==> src/common/rv_dec_pkg.sv <==
package rv_dec_pkg;

localparam int XLEN   = 32;
localparam int REG_AW = 5;

// major opcodes, RV32I base
localparam logic [6:0] OPC_LUI    = 7'b0110111;
localparam logic [6:0] OPC_AUIPC  = 7'b0010111;
localparam logic [6:0] OPC_JAL    = 7'b1101111;
localparam logic [6:0] OPC_JALR   = 7'b1100111;
localparam logic [6:0] OPC_BRANCH = 7'b1100011;
localparam logic [6:0] OPC_LOAD   = 7'b0000011;
localparam logic [6:0] OPC_STORE  = 7'b0100011;
localparam logic [6:0] OPC_OP_IMM = 7'b0010011;
localparam logic [6:0] OPC_OP     = 7'b0110011;

// funct3 of the alu group, shared by op and op-imm
localparam logic [2:0] F3_ADD  = 3'b000;
localparam logic [2:0] F3_SLL  = 3'b001;
localparam logic [2:0] F3_SLT  = 3'b010;
localparam logic [2:0] F3_SLTU = 3'b011;
localparam logic [2:0] F3_XOR  = 3'b100;
localparam logic [2:0] F3_SR   = 3'b101;
localparam logic [2:0] F3_OR   = 3'b110;
localparam logic [2:0] F3_AND  = 3'b111;

// queue depths and credits
localparam int IN_DEPTH    = 4;
localparam int OUT_CREDITS = 2;
localparam int OUT_DEPTH   = 2;
localparam int CREDIT_W    = $clog2(OUT_CREDITS + 1);

typedef enum logic [5:0] {
    OP_ILLEGAL,
    OP_LUI, OP_AUIPC, OP_JAL, OP_JALR,
    OP_BEQ, OP_BNE, OP_BLT, OP_BGE, OP_BLTU, OP_BGEU,
    OP_LB, OP_LH, OP_LW, OP_LBU, OP_LHU,
    OP_SB, OP_SH, OP_SW,
    OP_ADDI, OP_SLTI, OP_SLTIU, OP_XORI, OP_ORI, OP_ANDI,
    OP_SLLI, OP_SRLI, OP_SRAI,
    OP_ADD, OP_SUB, OP_SLL, OP_SLT, OP_SLTU,
    OP_XOR, OP_SRL, OP_SRA, OP_OR, OP_AND
} op_e;

typedef struct packed {
    logic [XLEN-1:0] ins;
    logic [XLEN-1:0] pc;
} fetch_entry_t;

typedef struct packed {
    op_e               op;
    logic [REG_AW-1:0] rd;
    logic [REG_AW-1:0] rs1;
    logic [REG_AW-1:0] rs2;
    logic [XLEN-1:0]   imm;
    logic [XLEN-1:0]   pc;
    logic              jump_en;
    logic [XLEN-1:0]   jump_target;
    logic              is_c;
} dec_op_t;

endpackage

==> src/source/credit_fifo.sv <==
`timescale 1ns/1ps

module credit_fifo #(
    parameter type payload_t = logic,
    parameter int  DEPTH     = 2
) (
    input  logic     clk,
    input  logic     rst,
    input  logic     push,
    input  payload_t push_data,
    input  logic     pop,
    output payload_t head,
    output logic     empty,
    output logic     full
);

payload_t                    mem [DEPTH];
logic [$clog2(DEPTH)-1:0]    rd_ptr;
logic [$clog2(DEPTH)-1:0]    wr_ptr;
logic [$clog2(DEPTH+1)-1:0]  count;
logic                        do_push;
logic                        do_pop;

assign do_push = push && !full;
assign do_pop  = pop && !empty;
assign empty   = (count == '0);
assign full    = (int'(count) == DEPTH);
assign head    = mem[rd_ptr];

always_ff @(posedge clk) begin
    if (rst) begin
        rd_ptr <= '0;
        wr_ptr <= '0;
        count  <= '0;
    end else begin
        if (do_push)
            wr_ptr <= (int'(wr_ptr) == DEPTH - 1) ? '0 : wr_ptr + 1'b1;
        if (do_pop)
            rd_ptr <= (int'(rd_ptr) == DEPTH - 1) ? '0 : rd_ptr + 1'b1;
        case ({do_push, do_pop})
            2'b10:   count <= count + 1'b1;
            2'b01:   count <= count - 1'b1;
            default: count <= count;
        endcase
    end
end

always_ff @(posedge clk) begin
    if (do_push)
        mem[wr_ptr] <= push_data;
end

endmodule

==> src/decode/std_decoder.sv <==
`timescale 1ns/1ps

module std_decoder
    import rv_dec_pkg::*;
(
    input  logic [XLEN-1:0]   ins,
    output op_e               op,
    output logic [REG_AW-1:0] rd,
    output logic [REG_AW-1:0] rs1,
    output logic [REG_AW-1:0] rs2,
    output logic [XLEN-1:0]   imm
);

typedef enum logic [2:0] {
    FMT_NONE, FMT_R, FMT_I, FMT_SH, FMT_S, FMT_B, FMT_U, FMT_J
} fmt_e;

logic [6:0] opcode;
logic [2:0] funct3;
logic       alt;
fmt_e       fmt;

assign opcode = ins[6:0];
assign funct3 = ins[14:12];
// funct7 bit 5, sub and arithmetic shifts
assign alt    = ins[30];

//////////////////////////////
// op kind and format
//////////////////////////////
always_comb begin
    op  = OP_ILLEGAL;
    fmt = FMT_NONE;
    case (opcode)
        OPC_LUI: begin
            op  = OP_LUI;
            fmt = FMT_U;
        end
        OPC_AUIPC: begin
            op  = OP_AUIPC;
            fmt = FMT_U;
        end
        OPC_JAL: begin
            op  = OP_JAL;
            fmt = FMT_J;
        end
        OPC_JALR: begin
            if (funct3 == 3'b000) begin
                op  = OP_JALR;
                fmt = FMT_I;
            end
        end
        OPC_BRANCH: begin
            fmt = FMT_B;
            case (funct3)
                3'b000:  op = OP_BEQ;
                3'b001:  op = OP_BNE;
                3'b100:  op = OP_BLT;
                3'b101:  op = OP_BGE;
                3'b110:  op = OP_BLTU;
                3'b111:  op = OP_BGEU;
                default: fmt = FMT_NONE;
            endcase
        end
        OPC_LOAD: begin
            fmt = FMT_I;
            case (funct3)
                3'b000:  op = OP_LB;
                3'b001:  op = OP_LH;
                3'b010:  op = OP_LW;
                3'b100:  op = OP_LBU;
                3'b101:  op = OP_LHU;
                default: fmt = FMT_NONE;
            endcase
        end
        OPC_STORE: begin
            fmt = FMT_S;
            case (funct3)
                3'b000:  op = OP_SB;
                3'b001:  op = OP_SH;
                3'b010:  op = OP_SW;
                default: fmt = FMT_NONE;
            endcase
        end
        OPC_OP_IMM: begin
            fmt = FMT_I;
            case (funct3)
                F3_ADD:  op = OP_ADDI;
                F3_SLT:  op = OP_SLTI;
                F3_SLTU: op = OP_SLTIU;
                F3_XOR:  op = OP_XORI;
                F3_OR:   op = OP_ORI;
                F3_AND:  op = OP_ANDI;
                F3_SLL: begin
                    op  = OP_SLLI;
                    fmt = FMT_SH;
                end
                F3_SR: begin
                    op  = alt ? OP_SRAI : OP_SRLI;
                    fmt = FMT_SH;
                end
            endcase
        end
        OPC_OP: begin
            fmt = FMT_R;
            case (funct3)
                F3_ADD:  op = alt ? OP_SUB : OP_ADD;
                F3_SLL:  op = OP_SLL;
                F3_SLT:  op = OP_SLT;
                F3_SLTU: op = OP_SLTU;
                F3_XOR:  op = OP_XOR;
                F3_SR:   op = alt ? OP_SRA : OP_SRL;
                F3_OR:   op = OP_OR;
                F3_AND:  op = OP_AND;
            endcase
        end
        default: ;
    endcase
end

//////////////////////////////
// register fields and imm
//////////////////////////////
always_comb begin
    rd  = '0;
    rs1 = '0;
    rs2 = '0;
    imm = '0;
    case (fmt)
        FMT_R: begin
            rd  = ins[11:7];
            rs1 = ins[19:15];
            rs2 = ins[24:20];
        end
        FMT_I: begin
            rd  = ins[11:7];
            rs1 = ins[19:15];
            imm = {{20{ins[31]}}, ins[31:20]};
        end
        FMT_SH: begin
            rd  = ins[11:7];
            rs1 = ins[19:15];
            imm = {27'b0, ins[24:20]};
        end
        FMT_S: begin
            rs1 = ins[19:15];
            rs2 = ins[24:20];
            imm = {{20{ins[31]}}, ins[31:25], ins[11:7]};
        end
        FMT_B: begin
            rs1 = ins[19:15];
            rs2 = ins[24:20];
            imm = {{19{ins[31]}}, ins[31], ins[7], ins[30:25], ins[11:8], 1'b0};
        end
        FMT_U: begin
            rd  = ins[11:7];
            imm = {ins[31:12], 12'b0};
        end
        FMT_J: begin
            rd  = ins[11:7];
            imm = {{11{ins[31]}}, ins[31], ins[19:12], ins[20], ins[30:21], 1'b0};
        end
        default: ;
    endcase
end

endmodule

==> src/decode/c_decoder.sv <==
`timescale 1ns/1ps

module c_decoder
    import rv_dec_pkg::*;
(
    input  logic [15:0]       ins,
    output op_e               op,
    output logic [REG_AW-1:0] rd,
    output logic [REG_AW-1:0] rs1,
    output logic [REG_AW-1:0] rs2,
    output logic [XLEN-1:0]   imm
);

logic [1:0]        quad;
logic [2:0]        funct3;
logic [REG_AW-1:0] rd_full;
// 3-bit fields map onto x8..x15
logic [REG_AW-1:0] rd_p;
logic [REG_AW-1:0] rs1_p;

logic [XLEN-1:0]   imm_4spn;
logic [XLEN-1:0]   imm_lsw;
logic [XLEN-1:0]   imm_6;
logic [XLEN-1:0]   imm_shamt;
logic [XLEN-1:0]   imm_j;
logic [XLEN-1:0]   imm_b;
logic [XLEN-1:0]   imm_16sp;
logic [XLEN-1:0]   imm_lui;

assign quad    = ins[1:0];
assign funct3  = ins[15:13];
assign rd_full = ins[11:7];
assign rd_p    = {2'b01, ins[4:2]};
assign rs1_p   = {2'b01, ins[9:7]};

//////////////////////////////
// compressed immediates
//////////////////////////////
assign imm_4spn  = {22'b0, ins[10:7], ins[12:11], ins[5], ins[6], 2'b00};
assign imm_lsw   = {25'b0, ins[5], ins[12:10], ins[6], 2'b00};
assign imm_6     = {{26{ins[12]}}, ins[12], ins[6:2]};
assign imm_shamt = {27'b0, ins[6:2]};
assign imm_j     = {{20{ins[12]}}, ins[12], ins[8], ins[10:9], ins[6], ins[7], ins[2],
                    ins[11], ins[5:3], 1'b0};
assign imm_b     = {{23{ins[12]}}, ins[12], ins[6:5], ins[2], ins[11:10], ins[4:3], 1'b0};
assign imm_16sp  = {{22{ins[12]}}, ins[12], ins[4:3], ins[5], ins[2], ins[6], 4'b0};
assign imm_lui   = {{14{ins[12]}}, ins[12], ins[6:2], 12'b0};

always_comb begin
    op  = OP_ILLEGAL;
    rd  = '0;
    rs1 = '0;
    rs2 = '0;
    imm = '0;
    if (quad == 2'b00) begin
        case (funct3)
            3'b000: begin
                // zero nzuimm is reserved, this also rejects the all-zero halfword
                if (imm_4spn != '0) begin
                    op  = OP_ADDI;
                    rd  = rd_p;
                    rs1 = 5'd2;
                    imm = imm_4spn;
                end
            end
            3'b010: begin
                op  = OP_LW;
                rd  = rd_p;
                rs1 = rs1_p;
                imm = imm_lsw;
            end
            3'b110: begin
                op  = OP_SW;
                rs1 = rs1_p;
                rs2 = rd_p;
                imm = imm_lsw;
            end
            default: ;
        endcase
    end else if (quad == 2'b01) begin
        case (funct3)
            3'b000: begin
                op  = OP_ADDI;
                rd  = rd_full;
                rs1 = rd_full;
                imm = imm_6;
            end
            3'b001: begin
                op  = OP_JAL;
                rd  = 5'd1;
                imm = imm_j;
            end
            3'b010: begin
                op  = OP_ADDI;
                rd  = rd_full;
                imm = imm_6;
            end
            3'b011: begin
                // rd x2 selects addi16sp, any other nonzero rd is lui
                if (rd_full == 5'd2 && imm_16sp != '0) begin
                    op  = OP_ADDI;
                    rd  = 5'd2;
                    rs1 = 5'd2;
                    imm = imm_16sp;
                end else if (rd_full != 5'd0 && rd_full != 5'd2 && imm_lui != '0) begin
                    op  = OP_LUI;
                    rd  = rd_full;
                    imm = imm_lui;
                end
            end
            3'b100: begin
                rd  = rs1_p;
                rs1 = rs1_p;
                case (ins[11:10])
                    2'b00, 2'b01: begin
                        if (!ins[12]) begin
                            op  = ins[10] ? OP_SRAI : OP_SRLI;
                            imm = imm_shamt;
                        end
                    end
                    2'b10: begin
                        op  = OP_ANDI;
                        imm = imm_6;
                    end
                    default: begin
                        if (!ins[12]) begin
                            rs2 = rd_p;
                            case (ins[6:5])
                                2'b00:   op = OP_SUB;
                                2'b01:   op = OP_XOR;
                                2'b10:   op = OP_OR;
                                default: op = OP_AND;
                            endcase
                        end
                    end
                endcase
                if (op == OP_ILLEGAL) begin
                    rd  = '0;
                    rs1 = '0;
                end
            end
            3'b101: begin
                op  = OP_JAL;
                imm = imm_j;
            end
            default: begin
                // beqz and bnez compare against x0
                op  = funct3[0] ? OP_BNE : OP_BEQ;
                rs1 = rs1_p;
                imm = imm_b;
            end
        endcase
    end
end

endmodule

==> src/decode/decode_core.sv <==
`timescale 1ns/1ps

module decode_core
    import rv_dec_pkg::*;
(
    input  fetch_entry_t entry,
    output dec_op_t      result
);

op_e               std_op;
logic [REG_AW-1:0] std_rd;
logic [REG_AW-1:0] std_rs1;
logic [REG_AW-1:0] std_rs2;
logic [XLEN-1:0]   std_imm;
op_e               c_op;
logic [REG_AW-1:0] c_rd;
logic [REG_AW-1:0] c_rs1;
logic [REG_AW-1:0] c_rs2;
logic [XLEN-1:0]   c_imm;
logic              is_c;

// anything but 11 in the low bits is a 16-bit word
assign is_c = (entry.ins[1:0] != 2'b11);

std_decoder std_dec_i (
    .ins (entry.ins),
    .op  (std_op),
    .rd  (std_rd),
    .rs1 (std_rs1),
    .rs2 (std_rs2),
    .imm (std_imm)
);

c_decoder c_dec_i (
    .ins (entry.ins[15:0]),
    .op  (c_op),
    .rd  (c_rd),
    .rs1 (c_rs1),
    .rs2 (c_rs2),
    .imm (c_imm)
);

always_comb begin
    result.op          = is_c ? c_op : std_op;
    result.rd          = is_c ? c_rd : std_rd;
    result.rs1         = is_c ? c_rs1 : std_rs1;
    result.rs2         = is_c ? c_rs2 : std_rs2;
    result.imm         = is_c ? c_imm : std_imm;
    result.pc          = entry.pc;
    result.is_c        = is_c;
    // jal target resolved here, link write left to execute
    result.jump_en     = (result.op == OP_JAL);
    result.jump_target = result.jump_en ? entry.pc + result.imm : '0;
end

endmodule

==> src/source/result_port.sv <==
`timescale 1ns/1ps

module result_port
    import rv_dec_pkg::*;
(
    input  logic              clk,
    input  logic              rst,
    input  logic              push,
    input  dec_op_t           push_data,
    output logic              full,
    input  logic              out_credit,
    output logic              out_valid,
    output op_e               out_op,
    output logic [REG_AW-1:0] out_rd,
    output logic [REG_AW-1:0] out_rs1,
    output logic [REG_AW-1:0] out_rs2,
    output logic [XLEN-1:0]   out_imm,
    output logic [XLEN-1:0]   out_pc,
    output logic              out_jump_en,
    output logic [XLEN-1:0]   out_jump_target,
    output logic              out_is_c
);

dec_op_t             head;
logic                empty;
logic                send;
logic [CREDIT_W-1:0] credits;

credit_fifo #(
    .payload_t (dec_op_t),
    .DEPTH     (OUT_DEPTH)
) out_fifo_i (
    .clk       (clk),
    .rst       (rst),
    .push      (push),
    .push_data (push_data),
    .pop       (send),
    .head      (head),
    .empty     (empty),
    .full      (full)
);

// send only while downstream has a free slot
assign send = !empty && (credits != '0);

always_ff @(posedge clk) begin
    if (rst) begin
        credits   <= CREDIT_W'(OUT_CREDITS);
        out_valid <= 1'b0;
    end else begin
        out_valid <= send;
        case ({send, out_credit})
            2'b10:   credits <= credits - 1'b1;
            2'b01:   credits <= credits + 1'b1;
            default: credits <= credits;
        endcase
    end
end

always_ff @(posedge clk) begin
    if (send) begin
        out_op          <= head.op;
        out_rd          <= head.rd;
        out_rs1         <= head.rs1;
        out_rs2         <= head.rs2;
        out_imm         <= head.imm;
        out_pc          <= head.pc;
        out_jump_en     <= head.jump_en;
        out_jump_target <= head.jump_target;
        out_is_c        <= head.is_c;
    end
end

endmodule

==> src/source/rv_decode_unit.sv <==
`timescale 1ns/1ps

module rv_decode_unit
    import rv_dec_pkg::*;
(
    input  logic              clk,
    input  logic              rst,
    input  logic              in_valid,
    input  logic [XLEN-1:0]   in_ins,
    input  logic [XLEN-1:0]   in_pc,
    output logic              in_credit,
    input  logic              out_credit,
    output logic              out_valid,
    output op_e               out_op,
    output logic [REG_AW-1:0] out_rd,
    output logic [REG_AW-1:0] out_rs1,
    output logic [REG_AW-1:0] out_rs2,
    output logic [XLEN-1:0]   out_imm,
    output logic [XLEN-1:0]   out_pc,
    output logic              out_jump_en,
    output logic [XLEN-1:0]   out_jump_target,
    output logic              out_is_c
);

fetch_entry_t in_entry;
fetch_entry_t in_head;
logic         in_empty;
logic         in_pop;
dec_op_t      dec_result;
logic         out_full;

assign in_entry  = '{ins: in_ins, pc: in_pc};
// move one word per cycle while there is room downstream
assign in_pop    = !in_empty && !out_full;
assign in_credit = in_pop;

// upstream credits keep this queue from overflowing
credit_fifo #(
    .payload_t (fetch_entry_t),
    .DEPTH     (IN_DEPTH)
) in_fifo_i (
    .clk       (clk),
    .rst       (rst),
    .push      (in_valid),
    .push_data (in_entry),
    .pop       (in_pop),
    .head      (in_head),
    .empty     (in_empty),
    .full      ()
);

decode_core decode_core_i (
    .entry  (in_head),
    .result (dec_result)
);

result_port result_port_i (
    .clk             (clk),
    .rst             (rst),
    .push            (in_pop),
    .push_data       (dec_result),
    .full            (out_full),
    .out_credit      (out_credit),
    .out_valid       (out_valid),
    .out_op          (out_op),
    .out_rd          (out_rd),
    .out_rs1         (out_rs1),
    .out_rs2         (out_rs2),
    .out_imm         (out_imm),
    .out_pc          (out_pc),
    .out_jump_en     (out_jump_en),
    .out_jump_target (out_jump_target),
    .out_is_c        (out_is_c)
);

endmodule

==> config.mk <==
export PLATFORM = sky130hd
export DESIGN_NAME = rv_decode_unit
export DESIGN_NICKNAME = d
export VERILOG_FILES = /design/src/common/rv_dec_pkg.sv /design/src/source/credit_fifo.sv /design/src/decode/std_decoder.sv /design/src/decode/c_decoder.sv /design/src/decode/decode_core.sv /design/src/source/result_port.sv /design/src/source/rv_decode_unit.sv
export SDC_FILE = /design/constraint.sdc
export NUM_CORES = 1
export LEC_CHECK = 0
export ABC_AREA = 1
export BUFFER_PORTS_ARGS = -buffer_cell sky130_fd_sc_hd__buf_2
export CELL_PAD_IN_SITES_DETAIL_PLACEMENT = 2
export CELL_PAD_IN_SITES_GLOBAL_PLACEMENT = 2
export CORE_MARGIN = 4
export CORE_UTILIZATION = 38
export DETAILED_ROUTE_END_ITERATION = 12
export GPL_TIMING_DRIVEN = 1
export HOLD_SLACK_MARGIN = 0.12
export PLACE_DENSITY_LB_ADDON = 0.25
export REMOVE_ABC_BUFFERS = 1
export SYNTH_ARGS = -nofsm -noshare
export SYNTH_HDL_FRONTEND = slang
export SYNTH_HIERARCHICAL = 1
export SYNTH_SLANG_ARGS = --single-unit
==> constraint.sdc <==
create_clock -name clk -period 6.94 [get_ports clk]
set_clock_uncertainty 0.15 [all_clocks]
set_input_delay 1.388 -clock clk [delete_from_list [all_inputs] [get_ports clk]]
set_output_delay 1.388 -clock clk [all_outputs]
set_load 0.01 [all_outputs]
==> impl_results.md <==
- Clk sink count: 630
- HPWL after detailed placement: between 60000 and 70000 um
- Starting Density: 0.3843
- Cell repeated most along the worst path: sky130_fd_sc_hd__nand2_1
- Hold-fix buffers at CTS: 0
- Final routed wire length divided by cell count: 26.17 um
- H-tree depth: 3
- Hold Fails Final Rpt: 0
- Final setup viols: 0
- Kind of cell adding the most delay to the critical path: simple AND/OR/NAND/NOR gates
- Post-synthesis average cell area: around 12 sq um
- Unrepaired setup endpoints after global routing: false
- GRT Overall Usage: 0.2349
- Buffers and inverters on the worst path: 2
- Largest vdd supply drop: roughly 640 uV
- Synth-to-layout area growth: 13.82%
- Count of antenna-violating nets left after detailed routing: 0
- Clk_lat worst skew: slightly above 600 ps
- Worst Path Arrival: between 6000 and 7000 ps
- Inserted Clock Buffers: 72
- CTS tree: built
- Cell-internal power: around 11 mW
- Std cell rows: 100
- Final RePlAce weighted congestion: about 0.87
- Total power density per cell area: 598.0 mW/mm^2
- Cell-by-cell listing of the critical path: inv_4, o21ai_1, o22ai_1, nand2_1, nor2_1, nand2_1, nand3_4, nor2_2, nand2_2, nand2_2, o22ai_1, mux2_2, ha_1, fa_1, nand2_1, inv_1, nand2_1, nand2_1, nand2_1, nand2_1, nand2_1, nand2_1, o21ai_2, a21oi_2
- Max-slew violations: 0
- Remaining DRCs: 0
- Root Buffer: sky130_fd_sc_hd__clkbuf_16
- Crit start category: register
- Warnings from Yosys: 6
- Largest net degree at the start of global routing: about 120
- Grt ovf: 0
- Share of layout cells above drive strength 1: 0.2276
- Overall die area: approximately 0.080 sq mm
- Reported net switching power: between 8 and 9 mW
- Via-per-instance ratio: between 5 and 6
- Total number of nets in the final design: between 2000 and 3000
- Horiz. Die Dim: roughly 280 um
- Post-route standard cell area excluding fillers: between 0.03 and 0.04 sq mm
- Fraction of power consumed by sequential logic: 0.334
- Worst-case setup slack after placement: about 960 ps
- Hold path startpoint: result_port_i/credits[1]$_SDFFE_PP1P_
- Min Tclk post-route: 6035 ps
- Class of the tightest hold or removal check: reg2reg
- Vertical die dimension: 282.6 um
- Slew headroom: 0.2603
- Fmax achieved: 165.7 MHz
- Via count of the first global-routing pass: 21110
- TNS Setup: 0 ps
- Count of buffers from port buffering: 188
- Maximum net fanout on the critical path: 63
- Post-CTS setup buffer count: 0
- Synth Instances: about 2400
- Number of buffers on the longest clock path: 3
- Placed cell area: roughly 0.030 sq mm
- Slew of the pin with the lowest slew margin: around 1100 ps
- Combinational Power Share: 0.469
- Total Wirelength: approximately 94000 um
- Slowest Stage Delay on Critical Path: around 640 ps
- I/O pins: roughly 190
- Critical setup path kind: reg2reg
- Max-Cap Viols: 0
- Global-route wire length before repair: about 140000 um
- Required arrival time at the worst endpoint: between 7000 and 8000 ps
- Cell Area, Synth: about 0.029 sq mm
- Antenna cells: 0
- Iteration-0 DRC Markers: 1567
- Pre-antenna DRT Iters: 5
- Clock transition time at the flip-flop clock pins of the worst setup and hold paths: ~60 ps
- Post-route fraction of the period consumed by the critical path: 0.8696
- Filler instances: around 7600
- Worst-case setup margin in the final layout: 904.7 ps
- Fraction of power spent switching nets: 0.4391
- Pleak: 12.92 nW
- Portion of total power attributed to the clock network: 0.197
- Critical path's slowest cell: sky130_fd_sc_hd__o22ai_1
- Core area: around 0.075 sq mm
- Worst Setup End Kind: register
- Total number of vias: 19168
- Number of cells upsized or downsized after cts: 0
- Result of the run: complete, no violations
- Antenna violations before repair: 10
worst reg2reg max path, delay by kind of cell, from the launching register on:
family	cells	cell delay (ps)
buffers and inverters	2	610
flip-flops	1	410
AO/OA/AOI/OAI	5	1470
adder cells (fa/ha/maj)	2	680
multiplexers	1	290
AND/OR/NAND/NOR	14	2260
state kept, by name (all words and copies together), names as in the netlist, 2 cells and up, named ones only:
name,count
in_fifo_i/mem,256
result_port_i/out_fifo_i/mem,238
result_port_i/out_imm,32
result_port_i/out_jump_target,32
result_port_i/out_pc,32
result_port_i/out_op,6
result_port_i/out_rd,5
result_port_i/out_rs1,5
result_port_i/out_rs2,5
in_fifo_i/count,3
in_fifo_i/rd_ptr,2
in_fifo_i/wr_ptr,2
result_port_i/credits,2
result_port_i/out_fifo_i/count,2
area by class of cell:
type	count	area, sq um	area share
timing repair buffer	233	1316	0.04035
multi-input combinational	1409	8108	0.2486
tap	969	1212	0.03717
clock inverter	40	431.7	0.01323
clock buffer	92	1929	0.05915
sequential	630	18760	0.5751
inverter	228	863.3	0.02647
power by group through the flow:
| stage | sequential [mW] | clock (mW) | combinational, mW |
|---|---|---|---|
| 2_1_floorplan | 6.82 | 0 | 5.00 |
| 3_3_place_gp | 6.46 | 0 | 8.75 |
| 3_5_place_dp | 6.61 | 0 | 9.13 |
| 4_1_cts | 6.55 | 3.93 | 9.22 |
| 5_1_grt | 6.63 | 4.11 | 9.97 |
| 6_report | 6.51 | 3.84 | 9.16 |
placed cells by master, fill, tap and decap left out, types with 6 or more instances in the layout:
cell type / instances
sky130_fd_sc_hd__nor3_1: 25
sky130_fd_sc_hd__nand3_2: 6
sky130_fd_sc_hd__inv_2: 15
sky130_fd_sc_hd__nand3_1: 83
sky130_fd_sc_hd__inv_1: 210
sky130_fd_sc_hd__nand4_1: 22
sky130_fd_sc_hd__clkinv_2: 13
sky130_fd_sc_hd__buf_2: 188
sky130_fd_sc_hd__dfxtp_1: 14
sky130_fd_sc_hd__nor2_4: 12
sky130_fd_sc_hd__clkbuf_1: 17
sky130_fd_sc_hd__o21ai_2: 8
sky130_fd_sc_hd__nand2_2: 17
sky130_fd_sc_hd__o21ai_0: 98
sky130_fd_sc_hd__mux2_2: 165
sky130_fd_sc_hd__o21ai_1: 58
sky130_fd_sc_hd__ha_1: 46
sky130_fd_sc_hd__a31o_2: 7
sky130_fd_sc_hd__clkinv_1: 9
sky130_fd_sc_hd__nor2_1: 263
sky130_fd_sc_hd__a21oi_2: 6
sky130_fd_sc_hd__nor2_2: 8
sky130_fd_sc_hd__a21boi_0: 7
sky130_fd_sc_hd__buf_4: 42
sky130_fd_sc_hd__nand2_1: 412
sky130_fd_sc_hd__a21oi_1: 61
sky130_fd_sc_hd__edfxtp_1: 613
sky130_fd_sc_hd__bufinv_16: 7
sky130_fd_sc_hd__clkbuf_16: 74
sky130_fd_sc_hd__o22ai_1: 67
layer usage:
layer  vias to the layer above  wire, um  global-route usage
li1                       8697         -                   -
met4                         2      1857             0.05673
met5                         -        13                   0
met2                       457     47310              0.4124
met3                       121      4039             0.03260
met1                      9891     41040              0.3098
final timing paths:
path	to	slack, ps	cells after the start
worst max-delay path	result_port_i/out_fifo_i/mem[0][17]$_DFFE_PP_	900	24
worst min register to register	result_port_i/credits[1]$_SDFFE_PP1P_	360	2
worst min-delay path	result_port_i/credits[1]$_SDFFE_PP1P_	360	2
worst max register to register	result_port_i/out_fifo_i/mem[0][17]$_DFFE_PP_	900	24
per-stage QoR:
| step | hold WS [ps] | instances | power [mW] | utilization |
|---|---|---|---|---|
| 4_1_cts | 358.0 | 3601 | 19.70 | 0.4374 |
| 2_1_floorplan | 298.2 | 2267 | 11.82 | - |
| 6_report | 356.9 | 3601 | 19.51 | 0.4374 |
| 3_5_place_dp | 343.5 | 3469 | 15.74 | 0.4057 |
| 5_1_grt | 385.3 | 3601 | 20.71 | 0.4374 |
| 3_3_place_gp | 308.7 | 3469 | 15.21 | 0.4057 |
Note: power is estimated with default switching activity, not from simulation.
